--- src/ext_consts.svh ---
/* Bus widths, memory map, queue depths and latencies
   of the external bus subsystem */
`ifndef EXT_CONSTS_SVH
`define EXT_CONSTS_SVH

`define EXT_ADDR_W          32
`define EXT_DATA_W          32
`define EXT_BE_W            4

// Slow memory, 32 KiB at the bottom of the map
`define MEM_NUM_WORDS       8192
`define MEM_IDX_W           13
`define MEM_BASE            32'h0000_0000
`define MEM_SIZE            32'h0000_8000

// Power switch registers
`define PWR_BASE            32'h0001_0000
`define PWR_SIZE            32'h0000_0100
`define PWR_OFS_W           8
`define PWR_SWITCH_OFS      8'h00
`define PWR_ACK_OFS         8'h04
`define EXT_DOMAINS         4
`define SWITCH_ACK_LATENCY  15

`define MEM_LATENCY         3
`define FIFO_DEPTH          2
`define MAX_OUTSTANDING     4
`define ERR_RDATA           32'hBADC_AB1E

`endif

--- src/ext_pkg.sv ---
/* Bus request and response structs, width typedefs
   and FSM encodings shared by the subsystem */
`default_nettype none

`include "ext_consts.svh"

package ext_pkg;

  typedef logic [`EXT_ADDR_W-1:0]  addr_t;
  typedef logic [`EXT_DATA_W-1:0]  data_t;
  typedef logic [`EXT_BE_W-1:0]    be_t;
  typedef logic [`MEM_IDX_W-1:0]   mem_idx_t;
  typedef logic [`EXT_DOMAINS-1:0] domain_mask_t;

  // Where the demux sends a request
  typedef enum logic [1:0] {
    MEM = 2'd0,
    PWR = 2'd1,
    ERR = 2'd2
  } target_t;

  typedef struct packed {
    logic  req;
    logic  we;
    be_t   be;
    addr_t addr;
    data_t wdata;
  } bus_req_t;

  typedef struct packed {
    logic  gnt;
    logic  rvalid;
    data_t rdata;
  } bus_rsp_t;

  typedef enum logic {
    IDLE = 1'b0,
    BUSY = 1'b1
  } mem_state_t;

endpackage

`default_nettype wire

--- src/power_switch_ctrl.sv ---
/* Power switch register for the external domains, switch cell
   acknowledge delay model and acknowledge status readback */
`timescale 1ns/100ps
`default_nettype none

`include "ext_consts.svh"

module power_switch_ctrl (
  input  logic                  clk_i,
  input  logic                  arst_n_i,
  input  ext_pkg::bus_req_t     req_i,
  output ext_pkg::bus_rsp_t     rsp_o,
  output ext_pkg::domain_mask_t pwr_switch_n_o,
  output ext_pkg::domain_mask_t pwr_ack_n_o
);

  logic [`PWR_OFS_W-1:0] ofs;
  logic                  gnt;
  ext_pkg::domain_mask_t switch_q;
  ext_pkg::domain_mask_t ack_pipe_q [`SWITCH_ACK_LATENCY];
  logic                  rvalid_q;
  ext_pkg::data_t        rdata_q;

  assign ofs = req_i.addr[`PWR_OFS_W-1:0];
  assign gnt = req_i.req;

  always_comb begin
    rsp_o.gnt    = gnt;
    rsp_o.rvalid = rvalid_q;
    rsp_o.rdata  = rdata_q;
  end

  // Active low, 0 means domain powered
  always_ff @(posedge clk_i or negedge arst_n_i) begin
    if (!arst_n_i) begin
      switch_q <= '0;
    end else if (gnt && req_i.we && req_i.be[0] && (ofs == `PWR_SWITCH_OFS)) begin
      switch_q <= req_i.wdata[`EXT_DOMAINS-1:0];
    end
  end

  // Switch cells take SWITCH_ACK_LATENCY cycles to settle
  always_ff @(posedge clk_i or negedge arst_n_i) begin
    if (!arst_n_i) begin
      for (int i = 0; i < `SWITCH_ACK_LATENCY; i++) begin
        ack_pipe_q[i] <= '0;
      end
    end else begin
      ack_pipe_q[0] <= switch_q;
      for (int i = 1; i < `SWITCH_ACK_LATENCY; i++) begin
        ack_pipe_q[i] <= ack_pipe_q[i-1];
      end
    end
  end

  always_ff @(posedge clk_i or negedge arst_n_i) begin
    if (!arst_n_i) begin
      rvalid_q <= 1'b0;
    end else begin
      rvalid_q <= gnt;
    end
  end

  always_ff @(posedge clk_i) begin
    if (gnt) begin
      case (ofs)
        `PWR_SWITCH_OFS: rdata_q <= ext_pkg::data_t'(switch_q);
        `PWR_ACK_OFS:    rdata_q <= ext_pkg::data_t'(ack_pipe_q[`SWITCH_ACK_LATENCY-1]);
        default:         rdata_q <= '0;
      endcase
    end
  end

  assign pwr_switch_n_o = switch_q;
  assign pwr_ack_n_o    = ack_pipe_q[`SWITCH_ACK_LATENCY-1];

  assert property (@(posedge clk_i) disable iff (!arst_n_i)
    rsp_o.rvalid == $past(rsp_o.gnt));

endmodule

`default_nettype wire

--- config.mk ---
export PLATFORM = sky130hd
export DESIGN_NAME = power_switch_ctrl
export DESIGN_NICKNAME = d
export VERILOG_FILES = /design/src/ext_pkg.sv /design/src/power_switch_ctrl.sv
export VERILOG_INCLUDE_DIRS = /design/src
export SDC_FILE = /design/constraint.sdc
export NUM_CORES = 1
export LEC_CHECK = 0
export ABC_AREA = 1
export BUFFER_PORTS_ARGS = -buffer_cell sky130_fd_sc_hd__buf_4
export CORE_ASPECT_RATIO = 1.2
export CORE_MARGIN = 2
export CORE_UTILIZATION = 35
export DETAILED_ROUTE_END_ITERATION = 8
export GPL_TIMING_DRIVEN = 1
export REMOVE_ABC_BUFFERS = 1
export SKIP_LAST_GASP = 1
export SYNTH_ARGS = -nofsm -noshare
export SYNTH_HDL_FRONTEND = slang
export SYNTH_SLANG_ARGS = --single-unit
--- constraint.sdc ---
create_clock -name clk_i -period 1.3 [get_ports clk_i]
set_input_delay 0.39 -clock clk_i [delete_from_list [all_inputs] [get_ports clk_i]]
set_output_delay 0.39 -clock clk_i [all_outputs]
set_load 0.03 [all_outputs]
**After elaboration in Yosys (flattened, before gate mapping)**

Index checks and enable logic that the tools add are counted.

- Equal/unequal tests: 1
- Mux-type cells: 1
- Reductions and logical operators: 4

Operators with widths:

| kind | count |
|---|---|
| $eq 8x3->1 const B | 1 |
| $logic_not 8->1 | 1 |
| $pmux 4 s2 | 1 |
| $logic_and 1x1->1 | 3 |

- Register bits: 97
- Input port bits: 72
- Output and inout bits: 42

**Depth between registers and ports, before layout**

- Word-level depth: 3
- Gate-level depth with buffers: 6
- Mapped depth without buffers: 6

**Worst setup path after synthesis**

OpenSTA, ideal clock, no wires.

- Kind: input-to-reg
- Start: in req_i[39] in the netlist's numbering
- End: reg switch_q[0], in the netlist pwr_switch_n_o[0]
- Data arrival time: 901 ps
- Setup slack: 281 ps
- Stages on the path: 6
- Cell sequence: nor2_2 -> nand2_2 -> nor2_8 -> nand2_4 -> nand2_1 -> nand2_1

- Longest elaborated chain between the ends: 2

RTL lines:

| item | line | RTL |
|---|---|---|
| start, declared | power_switch_ctrl.sv:11 | `input ext_pkg::bus_req_t req_i,` |
| $logic_not 8->1 | n/a |  |
| $logic_and 1x1->1 | power_switch_ctrl.sv:37 | `` end else if (gnt && req_i.we && req_i.be[0] && (ofs == `PWR_SWITCH_OFS)) begin `` |
| end signal, assigned | power_switch_ctrl.sv:38 | `` switch_q <= req_i.wdata[`EXT_DOMAINS-1:0]; `` |
| end, declared | power_switch_ctrl.sv:19 | `ext_pkg::domain_mask_t switch_q;` |

No other way between the ends.
A chain may end at the register's enable or synchronous reset.

**Worst setup path in the final report**

- Start: reg switch_q[1], in the netlist pwr_switch_n_o[1]
- End: out pwr_switch_n_o[1]

RTL lines:

| item | line | RTL |
|---|---|---|
| end, declared | power_switch_ctrl.sv:13 | `output ext_pkg::domain_mask_t pwr_switch_n_o,` |

No word-level cell between the ends.

==> impl_metrics.toml <==
[logic_synthesis]
avgSynthCellArea_um2 = 15.6
synth_seq_cells = 69
syn_area_um2 = 2200
yosysWarnings = 0
syn_inst = 141
synth_cell_types = 14
seq_area_frac_synth_pct = 79.5

[route]
wl_per_cell_um = 11.6
viasPerCell = 3.79
first_iter_violations = 51
num_vias = 1051
drc = 0
drt-pass1-iter-count = 4
routed_wl_um = 3200
antenna_left = 0

[die]
row_count = 31
core_um2 = 6050
die_y_um = 90.8
fp.dieW_um = 76.3
die_area_um2 = 6930
io_pins = 114
initial_utilization_pct = 36.3

[final_layout]
fin_area_um2 = 2780
final_core_util_pct = 45.9
diodes = 0
layout_common_cells = "63 x dfrtp_1, 30 x buf_4, 28 x conb_1, 17 x nand2_1, 13 x buf_6"
fin_cells = 277
area_delta_synth_final_pct = 26.4
nFillCells = 569
final_nets = 262
final-seq-area_um2 = 1750
layout-drive-gt1-share_pct = 34.9
final_common_cell = "dfrtp_1"
multi_input_area_um2 = 290

[power_and_ir_drop]
combPwrFrac_pct = 6.1
vdd_drop_max_mv = 0.862
switchingPower_mw = 0.931
power.internal_mw = 3.45
p_leak_nw = 1.53
p_per_area_nw_per_um2 = 1580
p_sw_share_pct = 21.2
p_clk_share_pct = 43.6
p_seq_share_pct = 50.3

[timing]
hold_slack_ps = 251
finalWorstSetupSlack_ps = 17.3
period_minus_slack_ps = 1280
fin_worst_skew_ps = 4.60
fmax_mhz = 780
drv_slew = 0
fin_crit_sh_pct = 98.7
rsz0062_at_grt = "true"
final_hold_viol_count = 0
setup_viol = 0

[worst_setup_path]
arrival_ps = 890
r2r_slack_ps = 150
critPathTopFamily = "flip-flops"
worst-path-max-fanout = 2
critPathLaunch = "pwr_switch_n_o[1]"
r2r_end = "rdata_q[2]"
ff2ff_path_depth = 5
cpMaxStageDelayCell = "dfrtp_2"
setup.worst_path.class = "register to output pin"
critical_path.cell_chain = "buf_6"
worst-path-buf-inv = 1
reg2reg_from = "pwr_ack_n_o[2]"
start_kind = "register"
crit_path_max_incr_delay_ps = 420
endpoint_kind = "output pin"
worstPathRequired_ps = 910
endpoint = "pwr_switch_n_o[1]"
cp.depth = 1

[place]
dpl_cell_area_um2 = 2400
dp.cells = 248
gp_congestion = 0.693
dp_hpwl_um = 2000
io_buffer_count = 30
pre_cts_slack_ps = 72.1

[global_route]
grt_pass1_vias = 1026
grt_pass1_wl_um = 5300
grt_start_max_net_pins = 34
antenna_found_initial = 0
grtUsageTotal_pct = 10.8
grt_overflow = 0

[status]
status = "complete, no violations"

[clock_tree]
cts_tree = "built"
clockBufferDepth = 2
clk_latency_ps = 330
clkTransAtPathRegs_ps = 70
clock_sinks = 69
numCtsBuffers = 9
cts_max_level = 3
root_buffer = "clkbuf_8"

[run]
maxCapViolations = 0

[min_path]
min_from = "req_i[69]"
hp-class = "primary input to register"
==> kinds of logic (layout without fill, tap and decap cells) <==
| kind of cell | after synthesis | in the layout | synth area share, % |
|---|---|---|---|
| and+or+nand+nor | 35 | 35 | 8.42 |
| buffers and inverters | 36 | 63 | 12.0 |
| other | 1 | 28 | 0.171 |
| DFF | 69 | 69 | 79.5 |
==> final cells by class <==
| type | count | area share [%] |
|---|---|---|
| Sequential cell | 69 | 63.0 |
| Timing Repair Buffer | 45 | 14.5 |
| Multi-Input combinational cell | 63 | 10.5 |
| Clock buffer | 13 | 5.72 |
| Tap cell | 82 | 3.69 |
| Clock inverter | 3 | 2.43 |
| Inverter | 2 | 0.270 |
==> timing repair <==
action	in CTS	in global routing
hold endpoints to repair	16	0
gates resized for setup	7	8
hold buffers	1	0
setup buffers	7	5
setup endpoints to repair	8	13
==> routing by layer <==
layer	wire length, um	vias to the layer above	part of all wire, %	GRT usage [%]
met1	1410	518	44	13.5
met2	1460	50	46	14.2
met3	238	7	7.4	5.40
met4	89	0	2.8	8.18
met5	0	-	0	0
li1	-	476	-	-
==> power by group through the flow <==
stage	Combinational [mW]	Clock, mW	Sequential, mW
6_report	0.269	1.91	2.21
2_1_floorplan	0.120	0	2.26
4_1_cts	0.264	1.98	2.20
3_5_place_dp	0.254	0	2.25
3_3_place_gp	0.251	0	2.24
5_1_grt	0.290	2.10	2.21
==> cell usage after synthesis (all sizes together) <==
cell	count	area [um2]
conb	1	3.75
nor3	1	10.0
nand3	8	40.0
and3	1	7.51
inv	2	7.51
nand2	20	87.6
dfrtp	65	1630
buf	34	255
edfxtp	4	120
nor2	5	40.0
==> stage by stage <==
step           TNS (ps)  power [mW]
6_report              0        4.38
5_1_grt            -167        4.59
4_1_cts           -11.2        4.45
3_5_place_dp          0        2.50
3_3_place_gp          0        2.50
2_1_floorplan         0        2.38
==> sequential cells by signal (all words and copies together), names as in the netlist <==
name / flops
rvalid_q: 1
pwr_ack_n_o: 4
pwr_switch_n_o: 4
ack_pipe_q: 56
rdata_q: 4
==> worst min path at each step <==
stage                     slack [ps]              to  cells after the start
after floorplan                   90  ack_pipe_q[10]                      0
after global placement           270  pwr_ack_n_o[2]                      1
after detailed placement         280  pwr_ack_n_o[2]                      1
after CTS                        240        rvalid_q                      1
after global routing             230        rvalid_q                      1
final                            250        rvalid_q                      1
Note: power is estimated with default switching activity, not from simulation.
