`src/ext_consts.svh`:
```
/* Bus widths, memory map, queue depths and latencies
   of the external bus subsystem */
`ifndef EXT_CONSTS_SVH
`define EXT_CONSTS_SVH

`define EXT_ADDR_W          32
`define EXT_DATA_W          32
`define EXT_BE_W            4

// Slow memory, 32 KiB at the bottom of the map
`define MEM_NUM_WORDS       8192
`define MEM_IDX_W           13
`define MEM_BASE            32'h0000_0000
`define MEM_SIZE            32'h0000_8000

// Power switch registers
`define PWR_BASE            32'h0001_0000
`define PWR_SIZE            32'h0000_0100
`define PWR_OFS_W           8
`define PWR_SWITCH_OFS      8'h00
`define PWR_ACK_OFS         8'h04
`define EXT_DOMAINS         4
`define SWITCH_ACK_LATENCY  15

`define MEM_LATENCY         3
`define FIFO_DEPTH          2
`define MAX_OUTSTANDING     4
`define ERR_RDATA           32'hBADC_AB1E

`endif

```
`src/ext_pkg.sv`:
```
/* Bus request and response structs, width typedefs
   and FSM encodings shared by the subsystem */
`default_nettype none

`include "ext_consts.svh"

package ext_pkg;

  typedef logic [`EXT_ADDR_W-1:0]  addr_t;
  typedef logic [`EXT_DATA_W-1:0]  data_t;
  typedef logic [`EXT_BE_W-1:0]    be_t;
  typedef logic [`MEM_IDX_W-1:0]   mem_idx_t;
  typedef logic [`EXT_DOMAINS-1:0] domain_mask_t;

  // Where the demux sends a request
  typedef enum logic [1:0] {
    MEM = 2'd0,
    PWR = 2'd1,
    ERR = 2'd2
  } target_t;

  typedef struct packed {
    logic  req;
    logic  we;
    be_t   be;
    addr_t addr;
    data_t wdata;
  } bus_req_t;

  typedef struct packed {
    logic  gnt;
    logic  rvalid;
    data_t rdata;
  } bus_rsp_t;

  typedef enum logic {
    IDLE = 1'b0,
    BUSY = 1'b1
  } mem_state_t;

endpackage

`default_nettype wire

```
`src/ext_bus_demux.sv`:
```
/* Address decode and request routing to memory, power block
   or error responder, with in-order response return */
`timescale 1ns/100ps
`default_nettype none

`include "ext_consts.svh"

module ext_bus_demux (
  input  logic              clk_i,
  input  logic              arst_n_i,
  input  ext_pkg::bus_req_t host_req_i,
  output ext_pkg::bus_rsp_t host_rsp_o,
  output ext_pkg::bus_req_t mem_req_o,
  input  ext_pkg::bus_rsp_t mem_rsp_i,
  output ext_pkg::bus_req_t pwr_req_o,
  input  ext_pkg::bus_rsp_t pwr_rsp_i
);

  localparam int CNT_W = $clog2(`MAX_OUTSTANDING + 1);

  ext_pkg::target_t tgt;
  ext_pkg::target_t cur_tgt_q;
  logic [CNT_W-1:0] cnt_q;
  logic             stall;
  logic             accept;
  logic             err_rvalid_q;

  // Regions are aligned powers of two
  always_comb begin
    if ((host_req_i.addr & ~ext_pkg::addr_t'(`MEM_SIZE - 1)) == `MEM_BASE) begin
      tgt = ext_pkg::MEM;
    end else if ((host_req_i.addr & ~ext_pkg::addr_t'(`PWR_SIZE - 1)) == `PWR_BASE) begin
      tgt = ext_pkg::PWR;
    end else begin
      tgt = ext_pkg::ERR;
    end
  end

  // Hold off a new target until the old one has answered everything
  assign stall = (cnt_q == CNT_W'(`MAX_OUTSTANDING)) ||
                 ((cnt_q != '0) && (tgt != cur_tgt_q));

  always_comb begin
    mem_req_o     = host_req_i;
    pwr_req_o     = host_req_i;
    mem_req_o.req = host_req_i.req && !stall && (tgt == ext_pkg::MEM);
    pwr_req_o.req = host_req_i.req && !stall && (tgt == ext_pkg::PWR);
  end

  always_comb begin
    host_rsp_o.gnt = 1'b0;
    if (host_req_i.req && !stall) begin
      case (tgt)
        ext_pkg::MEM: host_rsp_o.gnt = mem_rsp_i.gnt;
        ext_pkg::PWR: host_rsp_o.gnt = pwr_rsp_i.gnt;
        default:      host_rsp_o.gnt = 1'b1;
      endcase
    end
    host_rsp_o.rvalid = mem_rsp_i.rvalid | pwr_rsp_i.rvalid | err_rvalid_q;
    // Every pending response belongs to cur_tgt_q
    case (cur_tgt_q)
      ext_pkg::MEM: host_rsp_o.rdata = mem_rsp_i.rdata;
      ext_pkg::PWR: host_rsp_o.rdata = pwr_rsp_i.rdata;
      default:      host_rsp_o.rdata = `ERR_RDATA;
    endcase
  end

  assign accept = host_req_i.req && host_rsp_o.gnt;

  always_ff @(posedge clk_i or negedge arst_n_i) begin
    if (!arst_n_i) begin
      cnt_q        <= '0;
      cur_tgt_q    <= ext_pkg::MEM;
      err_rvalid_q <= 1'b0;
    end else begin
      err_rvalid_q <= accept && (tgt == ext_pkg::ERR);
      if (accept) begin
        cur_tgt_q <= tgt;
      end
      case ({accept, host_rsp_o.rvalid})
        2'b10:   cnt_q <= cnt_q + 1'b1;
        2'b01:   cnt_q <= cnt_q - 1'b1;
        default: cnt_q <= cnt_q;
      endcase
    end
  end

  // Targets only answer what this demux handed them
  assert property (@(posedge clk_i) disable iff (!arst_n_i)
    (mem_rsp_i.rvalid || pwr_rsp_i.rvalid) |-> (cnt_q != '0));

  assert property (@(posedge clk_i) disable iff (!arst_n_i)
    cnt_q <= CNT_W'(`MAX_OUTSTANDING));

endmodule

`default_nettype wire

```
`config.mk`:
```
export PLATFORM = sky130hd
export DESIGN_NAME = ext_bus_demux
export DESIGN_NICKNAME = d
export VERILOG_FILES = /design/src/ext_pkg.sv /design/src/ext_bus_demux.sv
export VERILOG_INCLUDE_DIRS = /design/src
export SDC_FILE = /design/constraint.sdc
export NUM_CORES = 1
export LEC_CHECK = 0
export BUFFER_PORTS_ARGS = -buffer_cell sky130_fd_sc_hd__buf_2
export CAP_MARGIN = 20
export CORE_AREA = 2 2 121 123
export CTS_CLUSTER_DIAMETER = 60
export CTS_CLUSTER_SIZE = 16
export DETAILED_ROUTE_END_ITERATION = 10
export DIE_AREA = 0 0 123 125
export GPL_ROUTABILITY_DRIVEN = 0
export PLACE_DENSITY_LB_ADDON = 0.08
export SLEW_MARGIN = 25
export SYNTH_ARGS = -nofsm -noshare
export SYNTH_HDL_FRONTEND = slang
export SYNTH_SLANG_ARGS = --single-unit
```
`constraint.sdc`:
```
create_clock -name clk_i -period 6.4 [get_ports clk_i]
set_input_delay 0.96 -clock clk_i [delete_from_list [all_inputs] [get_ports clk_i]]
set_output_delay 0.96 -clock clk_i [all_outputs]
set_load 0.02 [all_outputs]
```
== Yosys cells after proc, flatten, opt, wreduce, memory -nomap -nowiden ==
Index checks and enable logic that the tools add are counted.
Word-level totals
  bits in registers: 6
  output and inout port bits: 174
  word-level logic and storage cells: 34
  input bits: 140
Cells by class
  reduce and logical (&&, ||, !) cells: 13
  equal/unequal tests: 8
  bitwise logic cells: 2
  muxes and demuxes: 6
  add/subtract/negate cells: 2
Operators with widths (count)
  $pmux W32 S2: 1
  $logic_not A32 Y1: 1
  $eq A24 B9 Y1 const B: 1
  $eq A2 B1 Y1 const B: 3
  $logic_and A1 B1 Y1: 6
  $pmux W3 S2: 1
  $eq A2 B2 Y1 const B: 2
  $logic_not A2 Y1: 2
  $mux W2: 2
  $add A3 B1 Y3 const B: 1
  $eq A3 B3 Y1 const B: 1
  $reduce_bool A3 Y1: 1
  $sub A3 B1 Y3 const B: 1
  $ne A2 B2 Y1: 1
  $or A1 B1 Y1: 2
  $pmux W1 S2: 1
  $reduce_bool A2 Y1: 1
  $logic_not A1 Y1: 1
  $logic_or A1 B1 Y1: 1
  $mux W1: 1

== Depth between registers and ports, before layout ==
  depth in word-level cells: 12
  gate-level depth with buffers: 12
  gate-level depth less buffers: 11

== Least setup slack after synthesis ==
Ideal clock, no wire load.
  kind: input to output
  from: input port host_req_i[50] in the netlist's numbering
  to: output port mem_req_o[69] in the netlist's numbering
  stages on the path: 5
  data arrival time: 2.676 ns
  buffers on the path: 0
  slack: 2.764 ns
  required time: 5.440 ns
  path through: nor4_4 nand4_4 or4b_1 a31o_2 nor3_1
RTL lines
  start, declared: RTL line ext_bus_demux.sv:11  | input ext_pkg::bus_req_t host_req_i,
  end, declared: RTL line ext_bus_demux.sv:13  | output ext_pkg::bus_req_t mem_req_o,

==> summary.log <==
INFO  run_status     run_status=finished clean
INFO  clock_network  worst_setup_hold_path_clk_slew=0.03ns
INFO  place          port-buffer-count=178
INFO  synthesis      synth_top_family_by_area=buffers and inverters
INFO  pwr            p_leak=0.00107uW
INFO  floorplan      rows=44
INFO  synthesis      yosys.area_share.simple=0.159
INFO  floorplan      floorplan.die.width=123um
INFO  timing         slew_headroom=0.499
INFO  timing         rsz0062_at_grt=false
INFO  clock_network  root_buf_cell=clkbuf_16
INFO  hold_path      worst_hold_path.endpoint=cnt_q[2]
INFO  floorplan      die-area=0.0154mm^2
INFO  critical_path  cp_max_fo=5
INFO  clock_network  ctsHtreeMaxLevel=1
INFO  detailed_routing remaining_drc_errors=0
INFO  finish         areaGrowthSynthToFinish=6.93%
INFO  timing         report.final.slew_viol_count=0
INFO  finish         num-nets-final=443
INFO  critical_path  startpoint_type=primary input
INFO  critical_path  cp_data_arrival_time=2.83ns
INFO  synthesis      synth_xor_area_frac=0.0129
INFO  hold_path      min-delay-start=cnt_q[2]
INFO  timing         hold_violations=0
INFO  critical_path  worst_ep_required_time=5.44ns
INFO  synthesis      mappedNetlistNets=405
INFO  timing         fin_crit_period=3.79ns
INFO  clock_network  cts_tree=built
INFO  clock_network  cts.repair_timing.setup_buffer_count=0
INFO  detailed_routing drtPass1Iterations=4
INFO  finish         antennaDiodeCount=0
INFO  synthesis      postSynthRegisterBits=6
INFO  floorplan      floorplan.core_area=0.0142mm^2
INFO  synthesis      ys.warnings.count=0
INFO  synthesis      ys.flop_type=dfrtp_1
INFO  critical_path  crit_slowest_cell=or4b_1
INFO  synthesis      asyncSetResetFlopFracSynth=1.00
INFO  pwr            maximum_vdd_drop=0.0000395V
INFO  synthesis      synthesis.area=0.00204mm^2
INFO  synthesis      yosys.area.top_type_share=0.508
INFO  synthesis      synth_adder_area_share=0.0159
INFO  detailed_routing drt.antenna.violating_nets=0
INFO  detailed_routing postRouteWirelength=6180um
INFO  timing         skew=0.00521ns
INFO  critical_path  rr_worst_depth=11
INFO  critical_path  ff2ff_setup_slack=3.36ns
INFO  clock_network  worstSkewPairLatency=0.23ns
INFO  global_route   first_global_vias=1569
INFO  finish         layout.cell_area.non_filler=0.00218mm^2
INFO  global_route   global_route_wire_length_before_repair=8570um
INFO  finish         fillerInstances=1663
INFO  clock_network  clk_path_buf_depth=2
INFO  critical_path  path_cells=buf_2 -> nor4_1 -> nand2_1 -> or4b_1 -> a31o_2 -> nor3_1 -> buf_2
INFO  synthesis      synth_edf_count=0
INFO  hold_path      min-delay-path-class=register to register
INFO  global_route   initial_antenna_violation_count=0
INFO  detailed_routing drt_iter0_markers=26
INFO  synthesis      synth_area_per_cell=7.76um^2
INFO  finish         drive_gt1_frac=0.637
INFO  critical_path  cp_delay_by_family_top=simple AND/OR/NAND/NOR gates
INFO  synthesis      gate_count_after_technology_mapping=263
INFO  timing         share_of_the_clock_period_used_by_the_worst_path=0.592
INFO  detailed_routing via_count=1639
INFO  critical_path  critical_path.reg2reg.startpoint=cur_tgt_q[1]
INFO  critical_path  r2r_end=cnt_q[2]
INFO  global_route   overflow=0
INFO  critical_path  critical_path.max_stage_delay=0.50ns
INFO  floorplan      fp.dieH=125um
INFO  global_route   grt_use_total=0.0737
INFO  pwr            power.density=249mW/mm^2
INFO  place          hpwl_after_detailed_placement=5290um
INFO  synthesis      synth_mux_area_frac=0.162
INFO  clock_network  post_cts_resized=0
INFO  clock_network  hold_buffers=0
INFO  timing         clock.fmax=264MHz
INFO  finish         utilization=0.154
INFO  clock_network  cts-buffers-inserted=3
INFO  timing         timing.setup.tns=0ns
INFO  synthesis      synth_compound_area_frac=0.0448
INFO  floorplan      starting_density_of_the_core=0.144
INFO  place          cell_area_placed=0.00210mm^2
INFO  detailed_routing via_per_inst=3.39
INFO  synthesis      synth_area_leaders=buf_4, mux2i_1, dfrtp_1
INFO  floorplan      top_level_ports=314
INFO  synthesis      netlist.top_cell.by_area=buf_4
INFO  timing         setup-violations-final=0
INFO  clock_network  clock-sinks=6
INFO  detailed_routing route.detailed.wl_per_inst=12.8um
INFO  flow_run       count_of_maximum_capacitance_violations=0
INFO  critical_path  worst-setup-path-type=primary input to output port
INFO  synthesis      synth_cell_types=32
INFO  synthesis      synth_seq_area_share=0.0736
INFO  hold_path      whs_path_depth=1
INFO  timing         timing_worst_slew_pin_value=0.751ns
INFO  critical_path  cell_seen_most_often_among_critical_path_stages=buf_2
INFO  critical_path  cp.buffers_inverters=2
INFO  global_route   grt_max_degree=33
INFO  critical_path  worst_setup_path_end_kind=output port
## sequential cells by signal, summed over array words and instances (netlist names)
| register | cells |
|---|---|
| cnt_q | 3 |
| cur_tgt_q | 2 |
| err_rvalid_q | 1 |
## per-layer routing
metal / wire [um] / track usage / part of all wire
met1: 2220 / 0.0774 / 0.36
met2: 3080 / 0.127 / 0.50
met3: 618 / 0.0228 / 0.10
met4: 262 / 0.0455 / 0.042
met5: 0 / 0 / 0
## per-stage QoR
stage,setup WS [ns],hold WS [ns],total power [uW],cells
2_1_floorplan,2.76,0.441,400,263
3_3_place_gp,2.64,0.483,451,480
3_5_place_dp,2.55,0.482,448,480
4_1_cts,2.55,0.491,557,484
5_1_grt,2.37,0.518,589,484
6_report,2.61,0.493,544,484
## synth_stat cells, types with 2 or more instances
cell type and n:
nand2_1 22, buf_1 3, xor2_1 2, a21oi_1 4, nor2_1 18, nor4_4 4
dfrtp_1 6, nor3_1 3, clkbuf_1 4, buf_4 138, inv_1 5, mux2i_1 33
o21ai_0 2
## power by group
part	total (uW)	switching (uW)	internal, uW
combinational	353	227	126
sequential	85.9	30.5	55.3
clock	105	22.6	82.8
## how the worst max path moves through the flow
| stage | from | to | slack [ns] | cells past startpoint |
|---|---|---|---|---|
| after floorplan | host_req_i[50] | mem_req_o[69] | 2.76 | 5 |
| after global placement | host_req_i[50] | pwr_req_o[69] | 2.64 | 7 |
| after detailed placement | host_req_i[48] | host_rsp_o[33] | 2.55 | 7 |
| after CTS | host_req_i[48] | host_rsp_o[33] | 2.55 | 7 |
| after global routing | host_req_i[48] | host_rsp_o[33] | 2.37 | 7 |
| final | host_req_i[41] | mem_req_o[69] | 2.61 | 7 |
## cell families (layout without fill, tap and decap cells)
group                      after synthesis  after routing
and+or+nand+nor                         55             55
DFF                                      6              6
adders and majority gates                2              2
buffers and inverters                  151            188
xor gates and xnor gates                 3              3
AOI/OAI and AO/OA                       13             13
muxes                                   33             33
## worst register-to-register path, delay by kind of cell, from the launching register on
family	cells	cell delay [ns]
flip-flops	1	0.75
buffers and inverters	2	0.63
AO/OA/AOI/OAI	3	0.61
adder cells (fa/ha/maj)	2	0.38
XOR/XNOR	2	0.30
AND/OR/NAND/NOR	2	0.25
## layout make-up
cell class | count | area [um^2] | share of cell area
Timing Repair Buffer | 179 | 898 | 0.412
Inverter | 5 | 18.8 | 0.00860
Sequential cell | 6 | 151 | 0.0694
Tap cell | 184 | 230 | 0.106
Clock buffer | 4 | 78.8 | 0.0361
Multi-Input combinational cell | 106 | 805 | 0.369
## layout by cell type (no fill, tap or decap), drive strengths merged
cell    instances
buf           179
mux2i          33
nand2          22
nor2           18
dfrtp           6
inv             5
nor4            5
a21oi           4
clkbuf          4
nor3            3
o21ai           2
xor2            2
or3             1
and4            1
nor4b           1
or2             1
nand4           1
a21boi          1
or4b            1
a31o            1
a21o            1
a211o           1
o41a            1
a41o            1
nand3           1
o211ai          1
xnor2           1
fa              1
ha              1
No activity file was read; power rests on OpenSTA's default activity.
