**src/ext_consts.svh**
```systemverilog
/* Bus widths, memory map, queue depths and latencies
   of the external bus subsystem */
`ifndef EXT_CONSTS_SVH
`define EXT_CONSTS_SVH

`define EXT_ADDR_W          32
`define EXT_DATA_W          32
`define EXT_BE_W            4

// Slow memory, 32 KiB at the bottom of the map
`define MEM_NUM_WORDS       8192
`define MEM_IDX_W           13
`define MEM_BASE            32'h0000_0000
`define MEM_SIZE            32'h0000_8000

// Power switch registers
`define PWR_BASE            32'h0001_0000
`define PWR_SIZE            32'h0000_0100
`define PWR_OFS_W           8
`define PWR_SWITCH_OFS      8'h00
`define PWR_ACK_OFS         8'h04
`define EXT_DOMAINS         4
`define SWITCH_ACK_LATENCY  15

`define MEM_LATENCY         3
`define FIFO_DEPTH          2
`define MAX_OUTSTANDING     4
`define ERR_RDATA           32'hBADC_AB1E

`endif

```
**src/ext_pkg.sv**
```systemverilog
/* Bus request and response structs, width typedefs
   and FSM encodings shared by the subsystem */
`default_nettype none

`include "ext_consts.svh"

package ext_pkg;

  typedef logic [`EXT_ADDR_W-1:0]  addr_t;
  typedef logic [`EXT_DATA_W-1:0]  data_t;
  typedef logic [`EXT_BE_W-1:0]    be_t;
  typedef logic [`MEM_IDX_W-1:0]   mem_idx_t;
  typedef logic [`EXT_DOMAINS-1:0] domain_mask_t;

  // Where the demux sends a request
  typedef enum logic [1:0] {
    MEM = 2'd0,
    PWR = 2'd1,
    ERR = 2'd2
  } target_t;

  typedef struct packed {
    logic  req;
    logic  we;
    be_t   be;
    addr_t addr;
    data_t wdata;
  } bus_req_t;

  typedef struct packed {
    logic  gnt;
    logic  rvalid;
    data_t rdata;
  } bus_rsp_t;

  typedef enum logic {
    IDLE = 1'b0,
    BUSY = 1'b1
  } mem_state_t;

endpackage

`default_nettype wire

```
**src/obi_fifo.sv**
```systemverilog
/* Request queue in front of the slow memory,
   responses pass straight back */
`timescale 1ns/100ps
`default_nettype none

`include "ext_consts.svh"

module obi_fifo (
  input  logic              clk_i,
  input  logic              arst_n_i,
  input  ext_pkg::bus_req_t producer_req_i,
  output ext_pkg::bus_rsp_t producer_rsp_o,
  output ext_pkg::bus_req_t consumer_req_o,
  input  ext_pkg::bus_rsp_t consumer_rsp_i
);

  localparam int PTR_W = ($clog2(`FIFO_DEPTH) > 0) ? $clog2(`FIFO_DEPTH) : 1;
  localparam int CNT_W = $clog2(`FIFO_DEPTH + 1);

  ext_pkg::bus_req_t entries_q [`FIFO_DEPTH];
  logic [PTR_W-1:0]  head_q;
  logic [PTR_W-1:0]  tail_q;
  logic [CNT_W-1:0]  count_q;
  logic              full;
  logic              empty;
  logic              push;
  logic              pop;

  function automatic logic [PTR_W-1:0] next_ptr(input logic [PTR_W-1:0] ptr);
    if (ptr == PTR_W'(`FIFO_DEPTH - 1)) begin
      return '0;
    end
    return ptr + 1'b1;
  endfunction

  assign full  = (count_q == CNT_W'(`FIFO_DEPTH));
  assign empty = (count_q == '0);
  assign push  = producer_req_i.req && !full;
  assign pop   = consumer_req_o.req && consumer_rsp_i.gnt;

  always_comb begin
    producer_rsp_o.gnt    = push;
    producer_rsp_o.rvalid = consumer_rsp_i.rvalid;
    producer_rsp_o.rdata  = consumer_rsp_i.rdata;
    consumer_req_o        = entries_q[head_q];
    consumer_req_o.req    = !empty;
  end

  always_ff @(posedge clk_i) begin
    if (push) begin
      entries_q[tail_q] <= producer_req_i;
    end
  end

  always_ff @(posedge clk_i or negedge arst_n_i) begin
    if (!arst_n_i) begin
      head_q  <= '0;
      tail_q  <= '0;
      count_q <= '0;
    end else begin
      if (push) tail_q <= next_ptr(tail_q);
      if (pop) head_q <= next_ptr(head_q);
      case ({push, pop})
        2'b10:   count_q <= count_q + 1'b1;
        2'b01:   count_q <= count_q - 1'b1;
        default: count_q <= count_q;
      endcase
    end
  end

  // Never more entries than slots
  assert property (@(posedge clk_i) disable iff (!arst_n_i)
    count_q <= CNT_W'(`FIFO_DEPTH));

  // Downstream must not take an entry that isn't there
  assert property (@(posedge clk_i) disable iff (!arst_n_i)
    consumer_rsp_i.gnt |-> !empty);

endmodule

`default_nettype wire

```
**config.mk**
```make
export PLATFORM = sky130hd
export DESIGN_NAME = obi_fifo
export DESIGN_NICKNAME = d
export VERILOG_FILES = /design/src/ext_pkg.sv /design/src/obi_fifo.sv
export VERILOG_INCLUDE_DIRS = /design/src
export SDC_FILE = /design/constraint.sdc
export NUM_CORES = 1
export LEC_CHECK = 0
export BUFFER_PORTS_ARGS = -buffer_cell sky130_fd_sc_hd__buf_2
export CORE_UTILIZATION = 43
export CTS_CLUSTER_SIZE = 8
export DETAILED_ROUTE_END_ITERATION = 6
export PLACE_DENSITY_LB_ADDON = 0.2
export SYNTH_ARGS = -nofsm -noshare
export SYNTH_HDL_FRONTEND = slang
export SYNTH_SLANG_ARGS = --single-unit
```
**constraint.sdc**
```tcl
create_clock -name clk_i -period 3.8 [get_ports clk_i]
set_input_delay 1.14 -clock clk_i [delete_from_list [all_inputs] [get_ports clk_i]]
set_output_delay 1.14 -clock clk_i [all_outputs]
set_load 0.01 [all_outputs]
```
# Word-level counts from Yosys, hierarchy flattened

Memories as Yosys holds them, arrays and structs flattened.
Cells that the tools add are included.

Output and inout port bits: 104
Bits of input ports: 106
Word-level logic and storage cells: 28
Memories: 1
Memory bits (writable): 140
Register bits after elaboration: 4

Add/subtract/negate cells: 4
Reductions and logical operators: 6
Mux-type cells: 11
Eq/ne operators: 3

Memories:

| memory    | depth | width | rd ports | clocked after memory_dff | write ports | line           | source |
|---|---|---|---|---|---|---|---|
| entries_q | 2     | 70    | 1        | 0                        | 1           | obi_fifo.sv:20 | `` ext_pkg::bus_req_t entries_q [`FIFO_DEPTH]; `` |

Operators with widths:

| kind                  | number |
|---|---|
| $mux W1               | 10 |
| $eq A2 B2 Y1 const B  | 2 |
| $pmux W2 S2           | 1 |
| $add A1 B1 Y1 const B | 2 |
| $add A2 B1 Y2 const B | 1 |
| $eq A2 B1 Y1 const B  | 1 |
| $logic_and A1 B1 Y1   | 2 |
| $logic_not A1 Y1      | 2 |
| $logic_not A2 Y1      | 1 |
| $reduce_bool A2 Y1    | 1 |
| $sub A2 B1 Y2 const B | 1 |

# Logic depth before layout (Yosys ltp)

Gate-level depths: netlist of run 1.

Depth after elaboration: 5
Gate-level depth with buffers: 6

# Worst setup path after synthesis of run 1

OpenSTA, ideal clock, no wires.

Kind: input -> register
From: input port producer_req_i[69] (netlist name)
To: memory entries_q[0][0] (netlist name) (enable)
Stages: 2
Library setup time: 0.496 ns
Path slack: -0.807 ns
Path buffers: 0
Arrival: 4.110 ns
Required time: 3.304 ns
Cells stage by stage: o21ai_2 -> nor2_1

Longest elaborated chain between the ends: 3

RTL lines:

| item                          | line           | source |
|---|---|---|
| start: declaration            | obi_fifo.sv:11 | `input ext_pkg::bus_req_t producer_req_i,` |
| $logic_and A1 B1 Y1           | obi_fifo.sv:38 | `assign push = producer_req_i.req && !full;` |
| $mux W1                       | obi_fifo.sv:50 | `if (push) begin` |
| $mux W1 (not written as such) | obi_fifo.sv:51 | `entries_q[tail_q] <= producer_req_i;` |
| end: declaration              | obi_fifo.sv:20 |  |

Every way passes these cells.

==> results by stage, run 1 <==
Outcome:
- The run finished with clean final reports.

Die:
- In this run the horizontal extent of the chip is 117 um.
- The die is 117 um tall.
- In this run the core area contains 41 standard-cell rows.
- The placeable core area is 12800 sq um.
- The floorplan step defined a die boundary enclosing 13800 sq um.
- The I/O pin total is 210.
- The starting density of the core is 0.447.

Worst setup path:
- The worst register-to-register path begins at count_q[1].
- The largest individual stage delay along the critical path comes from the cell sky130_fd_sc_hd__dfrtp_4.
- The terminus of the critical flop-to-flop path is entries_q[0][1].
- The path type of the worst setup path is reg -> out.
- The type of element launching the critical path is a register.
- The critical path data arrival time is 1.90 ns.
- For the worst setup path, the data required time is 2.66 ns.
- The minimum setup slack among reg-to-reg paths is 2.10 ns.
- For the worst flop-to-flop path, the logic depth is 4.
- The largest stage delay on the critical path is 0.66 ns.
- The top fanout value on the critical path is 18.
- Walking the worst path, the cells encountered are buf_4 > mux2_4 > buf_2.
- The worst setup path is captured at an output pin.

Logic synthesis:
- The proportion of netlist area held by the largest area contributor is 0.723.
- The sequential share of the synthesized area is 0.740.
- The number of nets handed over by synthesis was 375.
- For this run, asynchronously set or reset flops after synthesis account for 0.0282.
- Summing every instance area after synthesis gives 5740 sq um.
- The Yosys warning count is 0.
- In the post-synthesis netlist, the cell with the most instances is sky130_fd_sc_hd__edfxtp_1.
- Yosys attributes the largest share of cell area to sky130_fd_sc_hd__edfxtp_1, sky130_fd_sc_hd__mux2_4, sky130_fd_sc_hd__buf_4.
- The leading area contributor after synthesis is sky130_fd_sc_hd__edfxtp_1.
- The mean instance size in the synthesized netlist is 21.4 sq um.
- In this run, synthesis produced a sequential element count of 142.
- The predominant post-synthesis flop cell is sky130_fd_sc_hd__edfxtp_1.
- In this run, distinct cell masters in the synthesized netlist total 13.
- Counting flops with a built-in enable in the synthesized netlist gives 138.
- The post-synthesis instance total is 268.
- By count the netlist is led by sky130_fd_sc_hd__edfxtp_1, sky130_fd_sc_hd__mux2_4, sky130_fd_sc_hd__buf_4.

Placement:
- In this run, placement finished with an instance count of 547.
- The congestion estimate from routability-driven global placement came to 0.678.
- The placed wire-length estimate is 6.17 mm.
- Input and output buffers added on the ports amount to 143.

STA:
- The worst max-slew margin expressed relative to the limit is 0.673.
- The fraction of the cycle the final worst path needs is 0.801.
- Setup repair after global routing left no endpoint under its margin.
- The transition at the pin with the smallest max-transition slack is 0.491 ns.
- The number of pins with negative max-slew slack in the final report was 0.
- The number of hold violations in the final report was 0.
- Counting I/O delays and the setup requirement, the final critical path takes 3.04 ns.
- Setup violations remaining at the end of the flow were counted as 0.
- The final worst clock skew is 0.00454 ns.
- For this run, the top clock speed supported by timing is 0.328 GHz.

Detailed routing:
- After detailed routing, the average wire length per cell comes to 16.3 um.
- After detailed routing, the number of vias per cell comes to 4.55.
- The detailed router finished its first iteration with 131 violations.
- The total wirelength of the detailed-routed design is 9.40 mm.
- The number of nets with antenna violations after detailed routing is 0.
- The detailed-routing iteration count for the pre-antenna-repair pass is 4.
- In the routed design, unresolved DRC markers number 0.
- Across all layers, the routed design uses 2632 vias.

Worst hold path:
- The tightest min-delay check is of the in -> async type.

Global route:
- The first global-routing pass estimated 14.8 mm of wire.
- Entering global routing, the biggest net connects 59 pins.
- The final global-route overflow total is 0.
- The overall global routing resource usage is 0.143.
- The via count of the first global-routing pass was 2818.
- The number of antenna violations at the first check in global routing is 0.

Clock network:
- The CTS sink count is 142.
- The H-tree was split into 4 levels.
- TritonCTS built the clock tree.
- After clock tree synthesis, the flow added hold-fix buffers numbering 0.
- The clock passes through at most 2 buffers.
- The number of gates resized after CTS was 0.
- Clock-pin slew was measured on the worst setup and hold paths at 0.06 ns.
- The clock root buffer is sky130_fd_sc_hd__clkbuf_16.
- The number of buffers inserted during clock tree synthesis is 17.
- Clock latency on the worst-skew pair, taken at its later pin, is 0.41 ns.
- The buffers inserted during post-CTS setup optimization is 0.

Pwr:
- The overall power of the completed layout is 0.00567 W.
- The total power density per cell area is 809 nW/um^2.
- Summed over all cells, the static leakage comes to 2.83 nW.
- VDD sags by at most 0.410 mV.

Finish:
- 0 antenna diodes ended up in the layout.
- Of the cells placed in the final design, the portion with a size suffix greater than 1 is 0.618.
- The final standard cell count with taps included and fillers excluded is 578.
- The area growth from synthesis to layout is 22.2%.
- The final layout net count is 501.

Flow run:
- The number of max-capacitance violations reported is 0.
worst max-delay path, delay by kind of cell (launching register included):
| kind | cells | cell delay [ns] |
|---|---|---|
| buffers and inverters | 2 | 0.50 |
| flip-flops | 1 | 0.66 |
| multiplexers | 1 | 0.33 |
worst max path at each step:
stage | from | to | slack (ns)
6_report | head_q | consumer_req_o[30] | 0.76
5_1_grt | head_q | consumer_req_o[30] | 0.67
4_1_cts | head_q | consumer_req_o[30] | 0.71
3_5_place_dp | producer_req_i[69] | producer_rsp_o[33] | 1.04
3_3_place_gp | producer_req_i[69] | producer_rsp_o[33] | 1.05
2_1_floorplan | producer_req_i[69] | entries_q[0][0] | -0.81
kinds of logic after synthesis:
family | count (synthesis) | share of synthesized area
flops | 142 | 0.740
mux | 69 | 0.181
compound gates | 1 | 0.00153
xor+xnor | 5 | 0.00894
buf+inv | 45 | 0.0622
simple gates | 5 | 0.00458
fa+ha+maj | 1 | 0.00218
layout by cell type (no fill, tap or decap), drive strengths merged, types with 4 or more instances in the layout:
master      n
buf       149
bufinv      4
clkbuf     17
clkinv      6
clkinvlp    4
dfrtp       4
edfxtp    138
mux2       69
xnor2       4
cell type report:
cell class / instances / area, sq um
sequential: 142 / 4250
tap: 172 / 215
multi-input combinational: 81 / 1150
clock inverter: 14 / 175
fill: 1059 / 5810
inverter: 3 / 11.3
clock buffer: 17 / 425
timing repair buffer: 149 / 786
sequential cells by signal (all words and copies together), names as in the netlist:
register   flops
head_q         1
entries_q    138
count_q        2
tail_q         1
power breakdown:
group | switching, W | internal (W)
Sequential | 0.000146 | 0.00215
Clock | 0.000590 | 0.00108
Combinational | 0.000813 | 0.000896
through the flow:
step / worst slack [ns] / hold WS (ns) / instance area, sq um / TNS, ns / utilization
after floorplan: -0.807 / 0.468 / 5740 / -111.33 / -
after global placement: 1.05 / 0.541 / 6410 / 0 / 0.500
after detailed placement: 1.04 / 0.542 / 6410 / 0 / 0.500
after CTS: 0.705 / 0.510 / 7010 / 0 / 0.547
after global routing: 0.666 / 0.511 / 7010 / 0 / 0.547
final: 0.755 / 0.528 / 7010 / 0 / 0.547
per-layer routing:
metal / GRT usage / share of wire
met1: 0.154 / 0.39
met5: 0 / 0
met2: 0.244 / 0.52
met4: 0.0873 / 0.027
met3: 0.0484 / 0.062
Note: power is estimated with default switching activity, not from simulation.
==> inputs of run 2 (changes only) <==
clock period = 2.86 ns   (was 3.8 ns; I/O delays follow)
==> results by stage, run 2 (synthesis gave the netlist of run 1 again) <==
Worst setup path:
- The top fanout value on the critical path is 23 (was 18).
- The critical path data arrival time is 1.89 ns (was 1.90 ns).
- The data required time at the worst endpoint is 2.00 ns (was 2.66 ns).
- The type of element launching the critical path is a register (unchanged).
- The kind of end point of the critical path was an output pin (unchanged).
- The path type of the worst setup path is reg -> out (unchanged).

Clock network:
- The clock tree buffer depth is 2 (unchanged).
- The clock transition at the registers of the reported paths is 0.06 ns (about the same).
- The buffers inserted during post-CTS setup optimization is 0 (unchanged).
- The TritonCTS clock tree is yes (unchanged).
- The insertion delay of the later-clocked pin in the worst-skew pair was 0.40 ns (was 0.41 ns).
- The count of H-tree levels built during CTS is 4 (unchanged).
- The clock root buffer was sky130_fd_sc_hd__clkbuf_16 (unchanged).
- The hold-fix buffer count after cts came to 0 (unchanged).
- The CTS sink count is 142 (unchanged).
- The number of buffers inserted during clock tree synthesis is 17 (unchanged).
- The post-cts resize count is 0 (unchanged).

Finish:
- The area of all sequential standard cells was 4250 sq um (unchanged).
- The utilization of the core after routing was 0.555 (was 0.547).
- Most used cells in the layout excluding fill and tap cells: sky130_fd_sc_hd__buf_2, sky130_fd_sc_hd__edfxtp_1, sky130_fd_sc_hd__mux2_4 (unchanged).
- The area of the multi-input gates was 1150 sq um (unchanged).
- The ratio of cells with drive above 1 in the final layout is 0.619 (was 0.618).
- The commonest non-fill, non-tap cell in the layout was sky130_fd_sc_hd__buf_2 (unchanged).
- The count of inserted antenna diode cells is 0 (unchanged).
- Top flop regs: entries_q: 138 flops, count_q: 2 flops (unchanged).
- The register bank with the most flops is entries_q (unchanged).
- The number of fillers in the final layout was 1021 (was 1059).
- The number of flip-flops in the largest register is 138 (unchanged).
- The layout-stage area growth over the synthesis result is 24.1% (was 22.2%).
- The final layout net count is 501 (unchanged).

Die:
- The I/O pin total is 210 (unchanged).
- The area enclosed by the die boundary was 13800 sq um (unchanged).
- The height of the die is 117 um (unchanged).
- The starting density of the core came to 0.447 (unchanged).
- The width of the die is 117 um (unchanged).
- The cell row count is 41 (unchanged).
- The placeable core area came to 12800 sq um (unchanged).

Global route:
- The largest net degree at the start of global routing is 60 (was 59).
- The via count of the first global-routing pass is 2776 (was 2818).
- The overall global routing resource usage was 0.141 (was 0.143).
- The final global-route overflow total came to 0 (unchanged).
- The number of antenna violations at the first check in global routing came to 0 (unchanged).
- The global-route wire length before repair came to 14.5 mm (was 14.8 mm).

STA:
- The transition at the pin with the smallest max-transition slack is 0.502 ns (was 0.491 ns).
- The total setup violations reported at the end of the flow is 0 (unchanged).
- The number of pins with negative max-slew slack in the final report is 0 (unchanged).
- The shortest clock period the worst path allows after layout is 2.75 ns.
- The number of hold violations in the final report is 0 (unchanged).
- The fraction of the cycle the final worst path needs is 0.960.
- The worst max-slew margin expressed relative to the limit is 0.666 (was 0.673).
- Based on the critical path, the design can be clocked at up to 0.364 GHz.
- The smallest hold slack is 0.248 ns (was 0.528 ns).
- The final worst clock skew is 0.00553 ns (was 0.00454 ns).
- Setup repair after global routing missed its margin: no (unchanged).

Placement:
- The placed wire-length estimate is 6.04 mm (was 6.17 mm).
- The total of buffers placed on input and output ports is 143 (unchanged).
- The final weighted congestion in routability-driven placement is 0.671 (was 0.678).

Outcome:
- Outcome: completed (unchanged).

Detailed routing:
- The total wirelength of the detailed-routed design is 9.10 mm (was 9.40 mm).
- The routed wirelength normalized by instance count is 15.7 um (was 16.3 um).
- The count of unresolved DRC violations after routing is 0 (unchanged).
- The number of nets with antenna violations after detailed routing is 0 (unchanged).
- The vias after detailed routing is 2651 (was 2632).
- The detailed router's first-iteration violation count is 121 (was 131).
- The detailed-routing iteration count for the pre-antenna-repair pass is 4 (unchanged).
- The average via count per standard cell came to 4.58 (was 4.55).

Flow run:
- The number of max-capacitance violations reported is 0 (unchanged).

Pwr:
- The total leakage power is 2.89 nW (was 2.83 nW).
- The worst ir drop on vdd is 0.674 mV (was 0.410 mV).
- The total power density per cell area is 1100 nW/um^2 (was 809 nW/um^2).

Worst hold path:
- The kind of path behind the tightest hold check is in -> async (unchanged).
-- run 2: changes by cell type in the layout (fill, tap and decap cells not counted), sizes merged --
cell      before  now
bufinv         4    7
clkinv         6    7
clkinvlp       4    1
-- run 2: final cells by class --
class	instances	share of cell area
Tap cell	172	0.0302
Clock buffer	17	0.0597
Clock inverter	15	0.0348
Timing Repair Buffer	149	0.116
Inverter	3	0.00158
Multi-Input combinational cell	81	0.161
Sequential cell	142	0.597
-- run 2: worst paths after layout --
path	end	startpoint	slack, ns	depth (start not counted)
worst min-delay path	tail_q	arst_n_i	0.25	1
worst max register to register	entries_q[1][3]	count_q[1]	1.17	4
worst max-delay path	consumer_req_o[27]	head_q	0.11	3
max in group asynchronous	head_q	arst_n_i	2.47	1
min in group clk_i	count_q[0]	count_q[0]	0.56	1
worst min register to register	count_q[0]	count_q[0]	0.56	1
-- run 2: layer usage --
layer / track usage / up-vias / wire length, um
met5: 0 / - / 0
met4: 0.0697 / 0 / 160
met3: 0.0596 / 15 / 613
met2: 0.219 / 103 / 4540
met1: 0.169 / 1293 / 3780
li1: - / 1240 / -
-- run 2: where the power goes --
group | switching [W] | leakage (nW) | total [W] | internal (W)
combinational | 0.00105 | 1.23 | 0.00229 | 0.00124
clock | 0.000759 | 0.327 | 0.00246 | 0.00170
sequential | 0.000223 | 1.33 | 0.00307 | 0.00285
total | 0.00203 | 2.89 | 0.00783 | 0.00579
-- run 2: worst max-delay path, stage by stage, from the launching register on --
cell and delay, ns:
sky130_fd_sc_hd__dfrtp_4 0.75, sky130_fd_sc_hd__buf_12 0.26, sky130_fd_sc_hd__mux2_4 0.31, sky130_fd_sc_hd__buf_2 0.14
-- run 2: per-stage QoR --
step / TNS, ns / power [W] / instance area [sq um] / instances / worst slack [ns]
2_1_floorplan: -42.77 / 0.00476 / 5740 / 268 / -0.310
3_3_place_gp: 0 / 0.00543 / 6450 / 547 / 0.529
3_5_place_dp: 0 / 0.00546 / 6450 / 547 / 0.517
4_1_cts: 0 / 0.00795 / 7120 / 579 / 0.0692
5_1_grt: 0 / 0.00820 / 7120 / 579 / 0.0307
6_report: 0 / 0.00783 / 7120 / 579 / 0.114
==> inputs of run 3 (changes only) <==
==> constraint.sdc (replaced) <==
create_clock -name clk_i -period 2.86 [get_ports clk_i]
set_input_delay 0.286 -clock clk_i [delete_from_list [all_inputs] [get_ports clk_i]]
set_output_delay 0.286 -clock clk_i [all_outputs]
set_load 0.01 [all_outputs]
==> results by stage, run 3 (synthesis gave the netlist of run 1 again) <==
Finish:
- The layout-stage area growth over the synthesis result is 23.9% (was 24.1%).
- The ratio of cells with drive above 1 in the final layout is 0.618 (was 0.619).
- The commonest non-fill, non-tap cell in the layout is sky130_fd_sc_hd__buf_2 (unchanged).
- The utilization of the core after routing is 0.554 (was 0.555).
- Most used cells in the layout excluding fill and tap cells: sky130_fd_sc_hd__buf_2, sky130_fd_sc_hd__edfxtp_1, sky130_fd_sc_hd__mux2_4 (unchanged).
- The final layout net count is 502 (was 501).
- The count of inserted antenna diode cells is 0 (unchanged).
- The number of fillers in the final layout is 1037 (was 1021).
- The area of the multi-input gates came to 1150 sq um (unchanged).
- Top flop regs: entries_q: 138 flops, count_q: 2 flops (unchanged).
- The area of all sequential standard cells is 4250 sq um (unchanged).
- The register bank with the most flops was entries_q (unchanged).
- The cell area after layout was 7110 sq um (was 7120 sq um).
- The number of flip-flops in the largest register is 138 (unchanged).

Pwr:
- The total power density per cell area came to 1110 nW/um^2 (was 1100 nW/um^2).
- The worst ir drop on vdd came to 0.518 mV (was 0.674 mV).
- The total leakage power is 2.88 nW (was 2.89 nW).

STA:
- The transition at the pin with the smallest max-transition slack is 0.524 ns (was 0.502 ns).
- The total setup violations reported at the end of the flow is 0 (unchanged).
- The fraction of the cycle the final worst path needs is 0.805 (was 0.960).
- The number of hold violations in the final report is 0 (unchanged).
- The maximum clock frequency is 0.434 GHz (was 0.364 GHz).
- The number of pins with negative max-slew slack in the final report is 0 (unchanged).
- The smallest hold slack is 0.0599 ns (was 0.248 ns).
- The worst max-slew margin expressed relative to the limit is 0.650 (was 0.666).
- The final worst clock skew came to 0.00659 ns (was 0.00553 ns).
- The shortest clock period the worst path allows after layout came to 2.30 ns (was 2.75 ns).
- The post-route setup TNS is 0 ns (unchanged).
- Setup repair after global routing missed its margin: no (unchanged).

Placement:
- The instance area at placement is 6400 sq um (was 6450 sq um).
- The final weighted congestion in routability-driven placement is 0.679 (was 0.671).
- The total of buffers placed on input and output ports is 143 (unchanged).
- The placed wire-length estimate came to 6.26 mm (was 6.04 mm).

Worst hold path:
- The startpoint identified for the worst hold timing path is producer_req_i[41].
- The kind of path behind the tightest hold check is in -> reg (was in -> async).
- The hold path endpoint is entries_q[1][41].
- Counting instances, the worst hold path has a depth of 1.

Worst setup path:
- The cell depth of the worst flop-to-flop path came to 4 (unchanged).
- The terminus of the critical flop-to-flop path is entries_q[1][13] (was entries_q[1][3]).
- The path type of the worst setup path is reg -> out (unchanged).
- The type of element launching the critical path is a register (unchanged).
- The critical path data arrival time is 2.02 ns (was 1.89 ns).
- The minimum setup slack among reg-to-reg paths came to 1.27 ns (was 1.17 ns).
- The top fanout value on the critical path came to 22 (was 23).
- The kind of end point of the critical path is an output pin (unchanged).
- The origin of the critical flop-to-flop path is count_q[1] (unchanged).
- The data required time at the worst endpoint was 2.57 ns (was 2.00 ns).

Die:
- The cell row count came to 41 (unchanged).
- The width of the die is 117 um (unchanged).
- The I/O pin total is 210 (unchanged).
- The area enclosed by the die boundary came to 13800 sq um (unchanged).
- The starting density of the core came to 0.447 (unchanged).
- The placeable core area came to 12800 sq um (unchanged).
- The height of the die is 117 um (unchanged).

Flow run:
- The number of max-capacitance violations reported was 0 (unchanged).

Clock network:
- The clock root buffer is sky130_fd_sc_hd__clkbuf_16 (unchanged).
- The number of buffers inserted during clock tree synthesis is 17 (unchanged).
- The post-cts resize count is 0 (unchanged).
- The clock transition at the registers of the reported paths is 0.06 ns (about the same).
- The insertion delay of the later-clocked pin in the worst-skew pair is 0.41 ns (was 0.40 ns).
- The hold-fix buffer count after cts came to 1 (was 0).
- The CTS sink count was 142 (unchanged).
- The TritonCTS clock tree is yes (unchanged).
- The clock tree buffer depth is 2 (unchanged).
- The buffers inserted during post-CTS setup optimization came to 0 (unchanged).
- The count of H-tree levels built during CTS is 4 (unchanged).

Global route:
- The final global-route overflow total is 0 (unchanged).
- The number of antenna violations at the first check in global routing is 1 (was 0).
- The global-route wire length before repair is 15.2 mm (was 14.5 mm).
- The largest net degree at the start of global routing is 38 (was 60).
- The via count of the first global-routing pass was 2881 (was 2776).
- The overall global routing resource usage is 0.148 (was 0.141).

Outcome:
- Outcome: completed (unchanged).

Detailed routing:
- The vias after detailed routing is 2668 (was 2651).
- The average via count per standard cell is 4.60 (was 4.58).
- The count of unresolved DRC violations after routing is 0 (unchanged).
- The detailed router's first-iteration violation count is 110 (was 121).
- The total wirelength of the detailed-routed design is 9.55 mm (was 9.10 mm).
- The routed wirelength normalized by instance count is 16.5 um (was 15.7 um).
- The number of nets with antenna violations after detailed routing is 0 (unchanged).
- The detailed-routing iteration count for the pre-antenna-repair pass was 4 (unchanged).
[run 3: power breakdown]
part / internal (W) / switching [W] / total (W)
Combinational: 0.00118 / 0.00106 / 0.00224
Clock: 0.00181 / 0.000780 / 0.00259
Sequential: 0.00285 / 0.000200 / 0.00305
Total: 0.00584 / 0.00204 / 0.00788
[run 3: layout make-up]
class / instances / share of cell area
Inverter: 3 / 0.00158
Tap cell: 172 / 0.0303
Timing Repair Buffer: 150 / 0.110
Clock inverter: 12 / 0.0371
Multi-Input combinational cell: 81 / 0.162
Clock buffer: 20 / 0.0614
Sequential cell: 142 / 0.598
[run 3: routing by layer]
layer,global-route usage,vias to the layer above,share of wire
li1,-,1249,-
met1,0.161,1290,0.40
met2,0.248,100,0.51
met3,0.0547,27,0.072
met4,0.0865,2,0.024
met5,0,-,0.0014
[run 3: worst max path at each step]
| stage | start | end | slack (ns) | cells past startpoint |
|---|---|---|---|---|
| after floorplan | count_q[1] | entries_q[0][0] | -1.07 | 3 |
| after global placement | head_q | consumer_req_o[5] | 1.0 | 3 |
| after detailed placement | head_q | consumer_req_o[4] | 0.97 | 3 |
| after CTS | head_q | consumer_req_o[65] | 0.52 | 3 |
| after global routing | head_q | consumer_req_o[4] | 0.47 | 3 |
| final | head_q | consumer_req_o[4] | 0.56 | 3 |
[run 3: critical path, cell delays in order, from the launching register on]
cell and delay, ns:
sky130_fd_sc_hd__dfrtp_4 0.67, sky130_fd_sc_hd__buf_4 0.44, sky130_fd_sc_hd__mux2_4 0.34, sky130_fd_sc_hd__buf_2 0.14
[run 3: per-stage QoR]
stage	instances	total power, W	worst slack [ns]
after global routing	580	0.00823	0.470
after global placement	547	0.00536	0.999
after floorplan	268	0.00478	-1.07
after CTS	580	0.00799	0.524
after detailed placement	547	0.00539	0.972
final	580	0.00788	0.557
